### src/design/stm_pkg.sv
`default_nettype none
// ##########################################################
// constants and enums shared by the trace stages and the testbench.
// flit width is fixed at 16 and each packet word is one flit.
// ##########################################################

package stm_pkg;

  // width of one debug flit on the host link.
  localparam int flit_width = 16;

  // upper instruction half that marks a software trace point.
  localparam logic [15:0] marker_opcode = 16'h1500;

  // register whose last writeback travels with each event.
  localparam logic [4:0] trace_reg = 5'd3;

  // packet type word, sent as the third flit of every packet.
  typedef enum logic [15:0] {
    evt_trace    = 16'd1,  // one captured marker.
    evt_overflow = 16'd2   // count of events dropped on a full FIFO.
  } stm_type_e;

  // packetizer FSM, one state per flit plus idle.
  typedef enum logic [3:0] {
    pkt_idle,
    pkt_dest,
    pkt_src,
    pkt_type,
    pkt_ts_lo,
    pkt_ts_hi,
    pkt_id,
    pkt_val_lo,
    pkt_val_hi,
    pkt_lost    // overflow packets end here instead of ts_lo.
  } pkt_state_e;

endpackage

`default_nettype wire

### src/design/stm_event_fifo.sv
`timescale 1ns/1ps
`default_nettype none
// ##########################################################
// fifo_depth must be a power of two and at least 2.
// first word fall through, and a push is visible one clock later.
// ##########################################################

module stm_event_fifo #(
  parameter int fifo_depth = 8
) (
  input  logic        clk,
  input  logic        arst_n,
  input  logic        evt_strobe,
  input  logic [15:0] evt_id,
  input  logic [31:0] evt_value,
  input  logic [31:0] evt_ts,
  input  logic        pop,
  input  logic        lost_clear,
  output logic        ev_avail,
  output logic [15:0] ev_id,
  output logic [31:0] ev_value,
  output logic [31:0] ev_ts,
  output logic [15:0] lost_count
);

  localparam int addr_w = $clog2(fifo_depth);
  localparam logic [addr_w:0] full_level = fifo_depth[addr_w:0];

  logic [15:0]       id_mem  [fifo_depth];
  logic [31:0]       val_mem [fifo_depth];
  logic [31:0]       ts_mem  [fifo_depth];
  logic [addr_w-1:0] wr_ptr;
  logic [addr_w-1:0] rd_ptr;
  logic [addr_w:0]   count;  // one bit wider than the pointers so full is distinct from empty.
  logic              full;
  logic              push;
  logic              do_pop;
  logic              drop;

  assign full     = (count == full_level);
  assign push     = evt_strobe && !full;
  assign drop     = evt_strobe && full;  // a pop in the same cycle does not rescue it.
  assign do_pop   = pop && ev_avail;
  assign ev_avail = (count != '0);

  // head of the queue, read straight out of the arrays.
  assign ev_id    = id_mem[rd_ptr];
  assign ev_value = val_mem[rd_ptr];
  assign ev_ts    = ts_mem[rd_ptr];

  always_ff @(posedge clk) begin
    if (push) begin
      id_mem[wr_ptr]  <= evt_id;
      val_mem[wr_ptr] <= evt_value;
      ts_mem[wr_ptr]  <= evt_ts;
    end
  end

  always_ff @(posedge clk or negedge arst_n) begin
    if (!arst_n) begin
      wr_ptr <= '0;
      rd_ptr <= '0;
      count  <= '0;
    end else begin
      if (push) wr_ptr <= wr_ptr + 1'b1;  // pointers wrap at the power of two.
      if (do_pop) rd_ptr <= rd_ptr + 1'b1;
      case ({push, do_pop})
        2'b10:   count <= count + 1'b1;
        2'b01:   count <= count - 1'b1;
        default: count <= count;          // both or neither leave the level alone.
      endcase
    end
  end

  // lost counter saturates, and a drop in the clear cycle still counts.
  always_ff @(posedge clk or negedge arst_n) begin
    if (!arst_n) begin
      lost_count <= '0;
    end else if (lost_clear) begin
      lost_count <= drop ? 16'd1 : 16'd0;
    end else if (drop && (lost_count != 16'hffff)) begin
      lost_count <= lost_count + 16'd1;
    end
  end

  a_no_overfill: assert property (@(posedge clk) disable iff (!arst_n)
    count <= full_level);

  // the packetizer only pops an entry it has seen.
  a_no_empty_pop: assert property (@(posedge clk) disable iff (!arst_n)
    pop |-> ev_avail);

endmodule

`default_nettype wire

### src/design/stm_packetizer.sv
`timescale 1ns/1ps
`default_nettype none
// ##########################################################
// the FSM idles one cycle between packets, and overflow wins over events.
// id is expected to stay constant while a packet is in flight.
// ##########################################################

module stm_packetizer #(
  parameter logic [15:0] host_addr = 16'h0000
) (
  input  logic                          clk,
  input  logic                          arst_n,
  input  logic [15:0]                   id,
  input  logic                          ev_avail,
  input  logic [15:0]                   ev_id,
  input  logic [31:0]                   ev_value,
  input  logic [31:0]                   ev_ts,
  input  logic [15:0]                   lost_count,
  input  logic                          debug_out_ready,
  output logic                          pop,
  output logic                          lost_clear,
  output logic                          debug_out_valid,
  output logic [stm_pkg::flit_width-1:0] debug_out_data,
  output logic                          debug_out_last
);
  import stm_pkg::*;

  pkt_state_e  state;
  pkt_state_e  next_state;
  stm_type_e   hold_type;   // selects the flit sequence after the type word.
  logic [31:0] hold_ts;
  logic [15:0] hold_id;
  logic [31:0] hold_value;
  logic [15:0] hold_lost;
  logic        accept;

  // loads happen only from idle, and the lost count is checked first.
  assign lost_clear = (state == pkt_idle) && (lost_count != 16'h0000);
  assign pop        = (state == pkt_idle) && (lost_count == 16'h0000) && ev_avail;

  assign debug_out_valid = (state != pkt_idle);
  assign debug_out_last  = (state == pkt_val_hi) || (state == pkt_lost);
  assign accept          = debug_out_valid && debug_out_ready;

  always_comb begin
    next_state = state;
    case (state)
      pkt_idle:   if (lost_clear || pop) next_state = pkt_dest;
      pkt_dest:   if (accept) next_state = pkt_src;
      pkt_src:    if (accept) next_state = pkt_type;
      pkt_type:   if (accept) next_state = (hold_type == evt_overflow) ? pkt_lost : pkt_ts_lo;
      pkt_ts_lo:  if (accept) next_state = pkt_ts_hi;
      pkt_ts_hi:  if (accept) next_state = pkt_id;
      pkt_id:     if (accept) next_state = pkt_val_lo;
      pkt_val_lo: if (accept) next_state = pkt_val_hi;
      pkt_val_hi: if (accept) next_state = pkt_idle;
      pkt_lost:   if (accept) next_state = pkt_idle;
      default:    next_state = pkt_idle;
    endcase
  end

  // flit data depends only on the state and the holding registers, so it holds under stall.
  always_comb begin
    case (state)
      pkt_dest:   debug_out_data = host_addr;
      pkt_src:    debug_out_data = id;
      pkt_type:   debug_out_data = hold_type;
      pkt_ts_lo:  debug_out_data = hold_ts[flit_width-1:0];
      pkt_ts_hi:  debug_out_data = hold_ts[2*flit_width-1:flit_width];
      pkt_id:     debug_out_data = hold_id;
      pkt_val_lo: debug_out_data = hold_value[flit_width-1:0];
      pkt_val_hi: debug_out_data = hold_value[2*flit_width-1:flit_width];
      pkt_lost:   debug_out_data = hold_lost;
      default:    debug_out_data = '0;
    endcase
  end

  always_ff @(posedge clk or negedge arst_n) begin
    if (!arst_n) state <= pkt_idle;
    else state <= next_state;
  end

  always_ff @(posedge clk) begin
    if (lost_clear) begin
      hold_type <= evt_overflow;
      hold_lost <= lost_count;  // the FIFO clears its counter on this same edge.
    end else if (pop) begin
      hold_type  <= evt_trace;
      hold_ts    <= ev_ts;
      hold_id    <= ev_id;
      hold_value <= ev_value;
    end
  end

  a_hold_stall: assert property (@(posedge clk) disable iff (!arst_n)
    (debug_out_valid && !debug_out_ready) |=>
      ($stable(debug_out_data) && $stable(debug_out_last)));

endmodule

`default_nettype wire

### src/design/stm_top.sv
`timescale 1ns/1ps
`default_nettype none
// ##########################################################
// marker to first flit takes at least three clocks.
// up to fifo_depth + 1 events pending, later ones count as lost.
// ##########################################################

module stm_top #(
  parameter int          fifo_depth = 8,
  parameter logic [15:0] host_addr  = 16'h0000
) (
  input  logic                          clk,
  input  logic                          arst_n,
  input  logic [15:0]                   id,
  input  logic                          trace_valid,
  input  logic [31:0]                   trace_insn,
  input  logic                          trace_wben,
  input  logic [4:0]                    trace_wbreg,
  input  logic [31:0]                   trace_wbdata,
  output logic                          debug_out_valid,
  output logic [stm_pkg::flit_width-1:0] debug_out_data,
  output logic                          debug_out_last,
  input  logic                          debug_out_ready
);

  logic        evt_strobe;  // capture to FIFO.
  logic [15:0] evt_id;
  logic [31:0] evt_value;
  logic [31:0] evt_ts;
  logic        ev_avail;    // FIFO to packetizer.
  logic [15:0] ev_id;
  logic [31:0] ev_value;
  logic [31:0] ev_ts;
  logic [15:0] lost_count;
  logic        pop;         // packetizer back to FIFO.
  logic        lost_clear;

  stm_trace_capture u_capture (
    .clk, .arst_n, .trace_valid, .trace_insn, .trace_wben, .trace_wbreg, .trace_wbdata,
    .evt_strobe, .evt_id, .evt_value, .evt_ts
  );

  stm_event_fifo #(
    .fifo_depth(fifo_depth)
  ) u_fifo (
    .clk, .arst_n, .evt_strobe, .evt_id, .evt_value, .evt_ts, .pop, .lost_clear,
    .ev_avail, .ev_id, .ev_value, .ev_ts, .lost_count
  );

  stm_packetizer #(
    .host_addr(host_addr)
  ) u_packetizer (
    .clk, .arst_n, .id, .ev_avail, .ev_id, .ev_value, .ev_ts, .lost_count,
    .debug_out_ready, .pop, .lost_clear, .debug_out_valid, .debug_out_data, .debug_out_last
  );

endmodule

`default_nettype wire

### src/design/stm_trace_capture.sv
`timescale 1ns/1ps
`default_nettype none
// ##########################################################
// outputs are registered, so evt_strobe trails the marker by one clock.
// the shadow follows every writeback, whether or not trace_valid is high.
// ##########################################################

module stm_trace_capture (
  input  logic        clk,
  input  logic        arst_n,
  input  logic        trace_valid,
  input  logic [31:0] trace_insn,
  input  logic        trace_wben,
  input  logic [4:0]  trace_wbreg,
  input  logic [31:0] trace_wbdata,
  output logic        evt_strobe,
  output logic [15:0] evt_id,
  output logic [31:0] evt_value,
  output logic [31:0] evt_ts
);
  import stm_pkg::*;

  logic [31:0] reg_shadow;  // last value written to the traced register.
  logic [31:0] ts_count;    // free running timestamp, zero in the first cycle out of reset.
  logic        is_marker;
  logic        wb_hit;

  // a marker needs a retired insn, the marker opcode and a nonzero id.
  assign is_marker = trace_valid && (trace_insn[31:16] == marker_opcode) &&
                     (trace_insn[15:0] != 16'h0000);
  assign wb_hit    = trace_wben && (trace_wbreg == trace_reg);  // writeback to r3.

  always_ff @(posedge clk or negedge arst_n) begin
    if (!arst_n) begin
      ts_count   <= '0;
      reg_shadow <= '0;
      evt_strobe <= 1'b0;
    end else begin
      ts_count   <= ts_count + 32'd1;  // wraps after 2^32 cycles.
      evt_strobe <= is_marker;         // one pulse per marker.
      if (wb_hit) begin
        reg_shadow <= trace_wbdata;    // visible to markers from the next cycle on.
      end
    end
  end

  // the event captures the shadow as it was before this cycle's writeback.
  always_ff @(posedge clk) begin
    if (is_marker) begin
      evt_id    <= trace_insn[15:0];
      evt_value <= reg_shadow;
      evt_ts    <= ts_count;
    end
  end

endmodule

`default_nettype wire

### config.mk
export PLATFORM = sky130hd
export DESIGN_NAME = stm_top
export DESIGN_NICKNAME = d
export VERILOG_FILES = /design/src/design/stm_pkg.sv /design/src/design/stm_event_fifo.sv /design/src/design/stm_packetizer.sv /design/src/design/stm_top.sv /design/src/design/stm_trace_capture.sv
export SDC_FILE = /design/constraint.sdc
export NUM_CORES = 1
export LEC_CHECK = 0
export ABC_AREA = 1
export BUFFER_PORTS_ARGS = -buffer_cell sky130_fd_sc_hd__buf_4
export CAP_MARGIN = 20
export CORE_MARGIN = 2
export CORE_UTILIZATION = 50
export CTS_CLUSTER_DIAMETER = 30
export CTS_CLUSTER_SIZE = 14
export DETAILED_ROUTE_END_ITERATION = 8
export GPL_TIMING_DRIVEN = 1
export PLACE_DENSITY = 0.66
export SLEW_MARGIN = 20
export SYNTH_ARGS = -nofsm -noshare
export SYNTH_HDL_FRONTEND = slang
export SYNTH_SLANG_ARGS = --single-unit
### constraint.sdc
create_clock -name clk -period 10.4 [get_ports clk]
set_clock_uncertainty 0.05 [all_clocks]
set_input_delay 2.08 -clock clk [delete_from_list [all_inputs] [get_ports clk]]
set_output_delay 2.08 -clock clk [all_outputs]
set_load 0.005 [all_outputs]
---- Word-level counts from Yosys, hierarchy flattened ----
Memories as Yosys holds them, arrays and structs flattened. A register that Yosys moved wholly into a read port is not among the register bits.
Index checks and enable logic that the tools add are counted.
storage, ports and cells
  register bits after elaboration ......... 193
  RAM bits ................................ 640
  word-level logic and storage cells ...... 91
  memories kept ........................... 3
cells by class
  $add $sub $neg .......................... 6
  equal/unequal tests ..................... 25
  muxes and demuxes ....................... 18
  bitwise operators ....................... 1
  reduce and logical (&&, ||, !) cells .... 25
memories
  memory          words  bits a word  read ports  clocked after memory_dff  write ports  line                  source
  u_fifo.ts_mem   8      32           1           1                         1            stm_event_fifo.sv:31  logic [31:0] ts_mem [fifo_depth];
  u_fifo.val_mem  8      32           1           1                         1            stm_event_fifo.sv:30  logic [31:0] val_mem [fifo_depth];
  u_fifo.id_mem   8      16           1           1                         1            stm_event_fifo.sv:29  logic [15:0] id_mem [fifo_depth];
operator list
  operator                                                count
  one-hot mux 16 bit (8 select lines)                     1
  2-to-1 mux 4 bit                                        10
  one-hot mux 4 bit (9 select lines)                      1
  adder 32 x 1 -> 32 bit (second input constant)          1
  2-to-1 mux 16 bit                                       2
  nonzero test 16 bit                                     2
  adder 16 x 1 -> 16 bit (second input constant)          1
  == test 16 x 13 -> 1 bit (second input constant)        1
  == test 4 x 3 -> 1 bit (second input constant)          4
  zero test 16 bit                                        1
  inequality test 16 bit (second input constant)          1
  inequality test 2 x 1 -> 1 bit (second input constant)  8
  == test 4 bit (second input constant)                   3
  logical AND 1 bit                                       11
  AND reduction 9 bit                                     1
  == test 4 x 2 -> 1 bit (second input constant)          2
  one-hot mux 4 bit (2 select lines)                      1
  nonzero test 4 bit                                      2
  adder 3 x 1 -> 3 bit (second input constant)            2
  == test 5 x 2 -> 1 bit (second input constant)          1
  adder 4 x 1 -> 4 bit (second input constant)            1
  == test 2 bit (second input constant)                   2
  == test 4 x 1 -> 1 bit (second input constant)          1
  zero test 4 bit                                         1
  10 further kinds                                        14

---- Depth between registers and ports, before layout ----
Gate-level depths: netlist of run 1.
  depth after elaboration ................. 6
  depth in mapped cells ................... 14
  depth with buffers taken out ............ 14

---- Modules after synthesis ----
From an unflattened synthesis of run 1, not the netlist that was laid out.
unflattened totals
  cells, all modules ...................... 2677
  area total of the unflattened synthesis .. 36118.4 µm²
modules (own cells, without submodules)
  module             times used  cells an instance  area each (µm²)  seq. area each (µm²)
  stm_event_fifo     1           1842               26287.7          19869.1
  stm_trace_capture  1           462                5499.0           4028.9
  stm_packetizer     1           373                4331.7           3022.9

---- Worst setup path after synthesis of run 1 ----
Ideal clock, no wire load.
  path kind ............................... input-to-reg
  from .................................... input port trace_insn[17]
  to ...................................... register u_capture.evt_id[0] (enable)
  setup time .............................. 0.523 ns
  data arrival time ....................... 5.823 ns
  data required time ...................... 9.827 ns
  path slack .............................. 4.004 ns
  stages on the path ...................... 3
  path buffers ............................ 0
  cells stage by stage .................... nor4_1 nand4_1 nor2_1
on the way
  longest elaborated chain between the ends .. 3
ends and longest elaborated chain
  what                             line                     source
  from (decl)                      stm_top.sv:16            input logic [31:0] trace_insn,
  == test 16 x 13 -> 1 bit         stm_trace_capture.sv:29  assign is_marker = trace_valid && (trace_insn[31:16] == marker_opcode) &&
  logical AND 1 bit (2 in series)  stm_trace_capture.sv:29
  via u_capture.is_marker          stm_trace_capture.sv:25  logic is_marker;
  to (signal assigned)             stm_trace_capture.sv:50  evt_id <= trace_insn[15:0];
  to (decl)                        stm_trace_capture.sv:17  output logic [15:0] evt_id,
The timed path passes the listed nets, and every way through them passes these cells.
A chain may end at the register's enable or synchronous reset.

---- Worst setup path after layout of run 1 ----
  from .................................... input port id[13]
  to ...................................... output port debug_out_data[13] (netlist bit)
on the way
  longest elaborated chain between the ends .. 1
ends and longest elaborated chain
  what                                 line                  source
  from (decl)                          stm_top.sv:14         input logic [15:0] id,
  one-hot mux 16 bit (8 select lines)  stm_packetizer.sv:64  case (state)
  to (decl)                            stm_top.sv:21         output logic [stm_pkg::flit_width-1:0] debug_out_data,
Every way passes these cells.

==> impl_metrics.json, run 1 <==
{
  "cp-end-kind": "output port",
  "ys_seq_elements": 913,
  "synth_cell_types": 40,
  "yosys-top-cells-area": "edfxtp_1, dfrtp_1, nand2_1",
  "cap_viol_max_count": 0,
  "clock_path_buffers": 3,
  "grt_max_degree": 118,
  "cts_tree": "built",
  "multiInputGateArea_sq_mm": 0.00826,
  "min_path_type": "flop to flop",
  "rows": 98,
  "path_clk_slew_ps": 60,
  "worstPathMaxFanout": 1,
  "grt_first_pass_wirelength_microns": 131000,
  "dpl_cell_area_sq_mm": 0.0377,
  "antenna_left": 0,
  "post-route-drc-count": 0,
  "place_congestion": 0.926,
  "area_growth_pct": 18.8,
  "hpwl_microns": 49300,
  "grtUsageTotal": 0.235,
  "period_share": 0.527,
  "drt_pass1_iterations": 5,
  "final-setup-viol-count": 0,
  "n_antenna_cell": 0,
  "worstSkewPairLatency_ps": 720,
  "overflow": 0,
  "wl_per_cell_microns": 22.3,
  "cts_root_buf": "clkbuf_16",
  "yosysSeqAreaShare": 0.746,
  "cts-buffers-inserted": 147,
  "ctsHoldBuffers": 0,
  "vias_per_cell": 5.71,
  "grt_pass1_vias": 22200,
  "critPathSlowestCell": "a21oi_1",
  "core_region_area_sq_mm": 0.0715,
  "wirelength_microns": 87100,
  "clkSinkCount": 913,
  "setup_tns_ps": 0,
  "layout-drive-gt1-share": 0.143,
  "fin_nets": 2928,
  "synth_warnings": 0,
  "syn_nets": 2774,
  "status": "completed",
  "required_ps": 8270,
  "synth_area_sq_mm": 0.0361,
  "htree_num_levels": 4,
  "slew_headroom": 0.243,
  "critPathKind": "input pin to output port",
  "fin_crit_ps": 5480,
  "hold_violations": 0,
  "synthCells": 2675,
  "rsz0062_at_grt": "no",
  "critPathArrivalTime_ps": 3350,
  "design_area_sq_mm": 0.0429,
  "portBuffers": 107,
  "dieArea_sq_mm": 0.0743,
  "start_util": 0.505,
  "fmax_mhz": 182,
  "ctsResizeCount": 0,
  "n_fill_cell": 5397,
  "leakagePower_nw": 15.8,
  "yosysTopAreaCell": "edfxtp_1",
  "start_kind": "input pin",
  "max_stage_delay_ps": 450,
  "postCtsSetupBuffers": 0,
  "die_x_microns": 273,
  "synthDominantCellAreaShare": 0.679,
  "finalCoreUtilization": 0.600,
  "fp.dieH_microns": 273,
  "pin_count": 108,
  "vias": 22300,
  "peakVddDrop_uv": 214,
  "p_per_area_mw_per_mm2": 273,
  "finalMaxSlewViolations": 0,
  "crit_chain": "buf_4, nand3_1, nand2_1, a21oi_1, nand3_1, buf_4",
  "syn_avg_cell_area_sq_um": 13.5,
  "seq_area_sq_mm": 0.0269,
  "tightestPinTransition_ps": 1140,
  "antenna_found_initial": 0,
  "drt_iter0_markers": 2106
}
worst paths after layout:
path                                         start                         end  slack (ps)  depth (start not counted)
min reg2reg                u_capture.reg_shadow[5]      u_capture.evt_value[5]         390                          0
max                                         id[13]          debug_out_data[13]        4920                          6
min in group asynchronous                   arst_n    u_capture.reg_shadow[17]        1450                          1
max in group asynchronous                   arst_n      u_capture.ts_count[25]        7740                          2
max reg2reg                       u_fifo.rd_ptr[0]  u_packetizer.hold_value[7]        5930                          7
min                        u_capture.reg_shadow[5]      u_capture.evt_value[5]         390                          0
synthesized netlist by cell type:
cell / n
nand3_2: 2
or2_2: 2
nand2_1: 548
buf_6: 15
and3_1: 1
o21ai_0: 170
mux2i_1: 160
o21bai_1: 3
nor2_2: 3
xor2_1: 25
fa_1: 1
nand2_2: 4
inv_2: 5
dfrtp_1: 95
a21oi_1: 14
nand3b_1: 10
o22ai_1: 160
nand3_1: 132
inv_1: 61
nor2_1: 250
nor2_8: 1
nand4_2: 1
inv_4: 1
edfxtp_1: 816
buf_4: 21
ha_1: 8
buf_1: 12
nor4_4: 1
nor3_1: 11
dfxtp_1: 2
buf_2: 22
nand4_1: 30
nor4_1: 5
clkbuf_1: 65
o211ai_1: 1
o21ai_1: 1
o2bb2ai_1: 1
nor3b_1: 3
xnor2_1: 6
nor2_4: 6
power by group:
group          internal, mW  total, mW  switching [mW]  leakage [nW]
clock                  3.28       5.00            1.71          2.50
combinational         0.738       2.21            1.47          4.73
sequential             4.26       4.49           0.226          8.60
total                  8.28       11.7            3.41          15.8
area by class of cell:
cell class,count,share of cell area
sequential,913,0.628
multi-input combinational,1560,0.193
clock buffer,169,0.0909
clock inverter,101,0.0297
tap,950,0.0277
timing repair buffer,140,0.0251
inverter,67,0.00595
worst max-delay path, delay by kind of cell:
family | cells | cell delay [ps]
AOI/OAI and AO/OA | 1 | 450
buffers and inverters | 2 | 310
and+or+nand+nor | 3 | 510
per-layer routing:
layer	global-route usage	vias up	part of all wire
li1	-	10100	-
met5	0	-	0
met1	0.314	11100	0.41
met4	0.0920	0	0.029
met2	0.376	879	0.48
met3	0.0561	142	0.078
cells by family after synthesis:
group	after synthesis	synth area share
buffers and inverters	202	0.0271
flip-flops	913	0.746
XOR/XNOR	31	0.00752
AO/OA/AOI/OAI	350	0.0545
AND/OR/NAND/NOR	1010	0.117
multiplexers	160	0.0444
adder cells (fa/ha/maj)	9	0.00333
sequential cells by signal (all words and copies together), names as in the netlist, 4 cells and up:
register	count
u_fifo.ts_mem	256
u_fifo.val_mem	256
u_fifo.id_mem	128
u_capture.evt_ts	32
u_capture.evt_value	32
u_capture.reg_shadow	32
u_capture.ts_count	32
u_packetizer.hold_ts	32
u_packetizer.hold_value	32
u_capture.evt_id	16
u_fifo.lost_count	16
u_packetizer.hold_id	16
u_packetizer.hold_lost	16
u_fifo.count	4
u_packetizer.state	4
cells in the final DEF (no fill, tap or decap), types with 15 or more instances in the layout:
master,n
o21ai_0,170
buf_4,138
clkbuf_16,152
nand4_1,30
bufinv_16,23
inv_1,60
nor2_4,15
clkinv_2,19
edfxtp_1,816
xor2_1,25
dfrtp_1,92
nand2_1,547
nor2_1,240
mux2i_1,160
nand3_1,132
o22ai_1,160
stage by stage:
stage	worst slack, ps	power (mW)	hold WS, ps	cells
after detailed placement	5000	6.74	379	3629
after CTS	4990	11.8	389	3899
final	4920	11.7	391	3900
after floorplan	4000	6.03	370	2675
after global routing	4800	12.2	396	3900
after global placement	4930	6.68	387	3629
Note: power is estimated with default switching activity, not from simulation.
==> run 2, diff against run 1 <==
--- a/config.mk
+++ b/config.mk
@@ -14,7 +14,7 @@
 export CTS_CLUSTER_SIZE = 14
 export DETAILED_ROUTE_END_ITERATION = 8
 export GPL_TIMING_DRIVEN = 1
-export PLACE_DENSITY = 0.66
+export PLACE_DENSITY = 0.69
 export SLEW_MARGIN = 20
 export SYNTH_ARGS = -nofsm -noshare
 export SYNTH_HDL_FRONTEND = slang
==> constraint.sdc (replaced) <==
create_clock -name clk -period 4.8 [get_ports clk]
set_clock_uncertainty 0.05 [all_clocks]
set_input_delay 0.96 -clock clk [delete_from_list [all_inputs] [get_ports clk]]
set_output_delay 0.96 -clock clk [all_outputs]
set_load 0.005 [all_outputs]
==> run 2 against run 1 <==
  * Die area unchanged
  * Cell count about the same
  * Combinational power increased by 120%
==> impl_metrics.json, run 2 (synthesis results as in run 1) <==
{
  "cts_root_buf": "clkbuf_16",
  "rows": 98,
  "rsz0062_at_grt": "no",
  "clock_path_buffers": 3,
  "start_util": 0.505,
  "area_growth_pct": 18.7,
  "drt_iter0_markers": 2202,
  "r2r-start": "u_packetizer.state[1]",
  "place_congestion": 0.923,
  "cp-end-kind": "output port",
  "layout-drive-gt1-share": 0.140,
  "fmax_mhz": 262,
  "critPathArrivalTime_ps": 2810,
  "worstPathMaxFanout": 17,
  "status": "completed",
  "critPathKind": "flop to output port",
  "wirelength_microns": 88600,
  "place_ws_ps": 1690,
  "leakagePower_nw": 15.8,
  "seq_area_sq_mm": 0.0269,
  "grtUsageTotal": 0.239,
  "vias": 22300,
  "hpwl_microns": 50200,
  "n_antenna_cell": 0,
  "crit_start": "u_packetizer.state[1]",
  "min_path_type": "input pin to asynchronous set/reset pin",
  "start_kind": "flop",
  "required_ps": 3790,
  "p_per_area_mw_per_mm2": 588,
  "hold_violations": 0,
  "fin_nets": 2925,
  "antenna_left": 0,
  "final_cell_mix": "edfxtp_1, nand2_1, nor2_1",
  "cap_viol_max_count": 0,
  "max_stage_delay_ps": 550,
  "wl_per_cell_microns": 22.7,
  "vias_per_cell": 5.72,
  "fp.dieH_microns": 273,
  "die_x_microns": 273,
  "grt_first_pass_wirelength_microns": 133000,
  "post-route-drc-count": 0,
  "drt_pass1_iterations": 5,
  "portBuffers": 107,
  "antenna_found_initial": 1,
  "path_clk_slew_ps": 50,
  "cts-buffers-inserted": 144,
  "peakVddDrop_uv": 673,
  "timing.hold.ws_ps": 215,
  "crit_chain": "inv_1, nor2_4, nand2_1, inv_2, nand2_1, nand3_1, nor2_1, nand3_1, buf_4",
  "grt_max_degree": 158,
  "layout_commonest_cell": "edfxtp_1",
  "ctsResizeCount": 0,
  "r2r_setup_slack_ps": 1920,
  "r2r_cells": 6,
  "critPathSlowestCell": "dfrtp_1",
  "htree_num_levels": 4,
  "finalMaxSlewViolations": 0,
  "postCtsSetupBuffers": 0,
  "tightestPinTransition_ps": 1210,
  "finalNonFillerCells": 3898,
  "final-setup-viol-count": 0,
  "postLayoutSetupSlackWorst_ps": 985,
  "dpl.cell_count": 3630,
  "overflow": 0,
  "dieArea_sq_mm": 0.0743,
  "period_share": 0.795,
  "pin_count": 108,
  "cts_tree": "built",
  "worstSkewPairLatency_ps": 730,
  "fin_total_pwr_mw": 25.2,
  "ctsHoldBuffers": 0,
  "n_fill_cell": 5291,
  "fin_crit_ps": 3820,
  "slew_headroom": 0.191,
  "clkSinkCount": 913,
  "reg_top3": "u_fifo.ts_mem: 256 flops, u_fifo.val_mem: 256 flops, u_fifo.id_mem: 128 flops",
  "grt_pass1_vias": 21800,
  "core_region_area_sq_mm": 0.0715,
  "multiInputGateArea_sq_mm": 0.00827
}
## run 2: cell count changes in the layout (fill, tap and decap cells not counted), moves of 2 or more
cell | previous run | this run
buf_4 | 138 | 127
buf_12 | 0 | 12
clkinv_8 | 5 | 3
inv_6 | 14 | 18
inv_16 | 0 | 2
clkbuf_8 | 3 | 0
clkbuf_16 | 152 | 146
clkinv_2 | 19 | 16
clkbuf_1 | 14 | 21
## run 2: final timing paths
kind                                               end
setup / recovery                     debug_out_data[3]
hold / removal                u_capture.reg_shadow[24]
setup reg to reg           u_packetizer.hold_value[28]
hold reg to reg                u_capture.evt_value[26]
max in group asynchronous       u_capture.ts_count[26]
min in group clk                   u_capture.evt_id[9]
## run 2: routing by layer
metal	vias up	GRT usage	wire length, microns
met5	-	0	13
met4	2	0.0788	2010
met1	11200	0.331	36700
met3	145	0.0438	6450
li1	10100	-	-
met2	896	0.385	43400
## run 2: layout make-up
type / instances / area share
clock buffer: 167 / 0.0871
clock inverter: 101 / 0.0295
inverter: 67 / 0.00596
multi-input combinational: 1560 / 0.193
sequential: 913 / 0.629
tap: 950 / 0.0277
timing repair buffer: 140 / 0.0282
## run 2: through the flow
step | setup TNS, ps | cell area, sq um | utilization
2_1_floorplan | -9650 | 36100 | -
3_3_place_gp | 0 | 37800 | 0.529
3_5_place_dp | 0 | 37800 | 0.529
4_1_cts | 0 | 42800 | 0.599
5_1_grt | 0 | 42800 | 0.599
6_report | 0 | 42800 | 0.599
## run 2: worst max-delay path: cells and delay by family (launching register included)
kind          cells  cell delay (ps)
simple gates      6              960
flops             1              550
buf+inv           3              590
## run 2: power breakdown
group	leakage [nW]	internal, mW	switching, mW
registers	8.60	9.24	0.529
logic	4.76	1.63	3.22
clock network	2.41	6.84	3.73
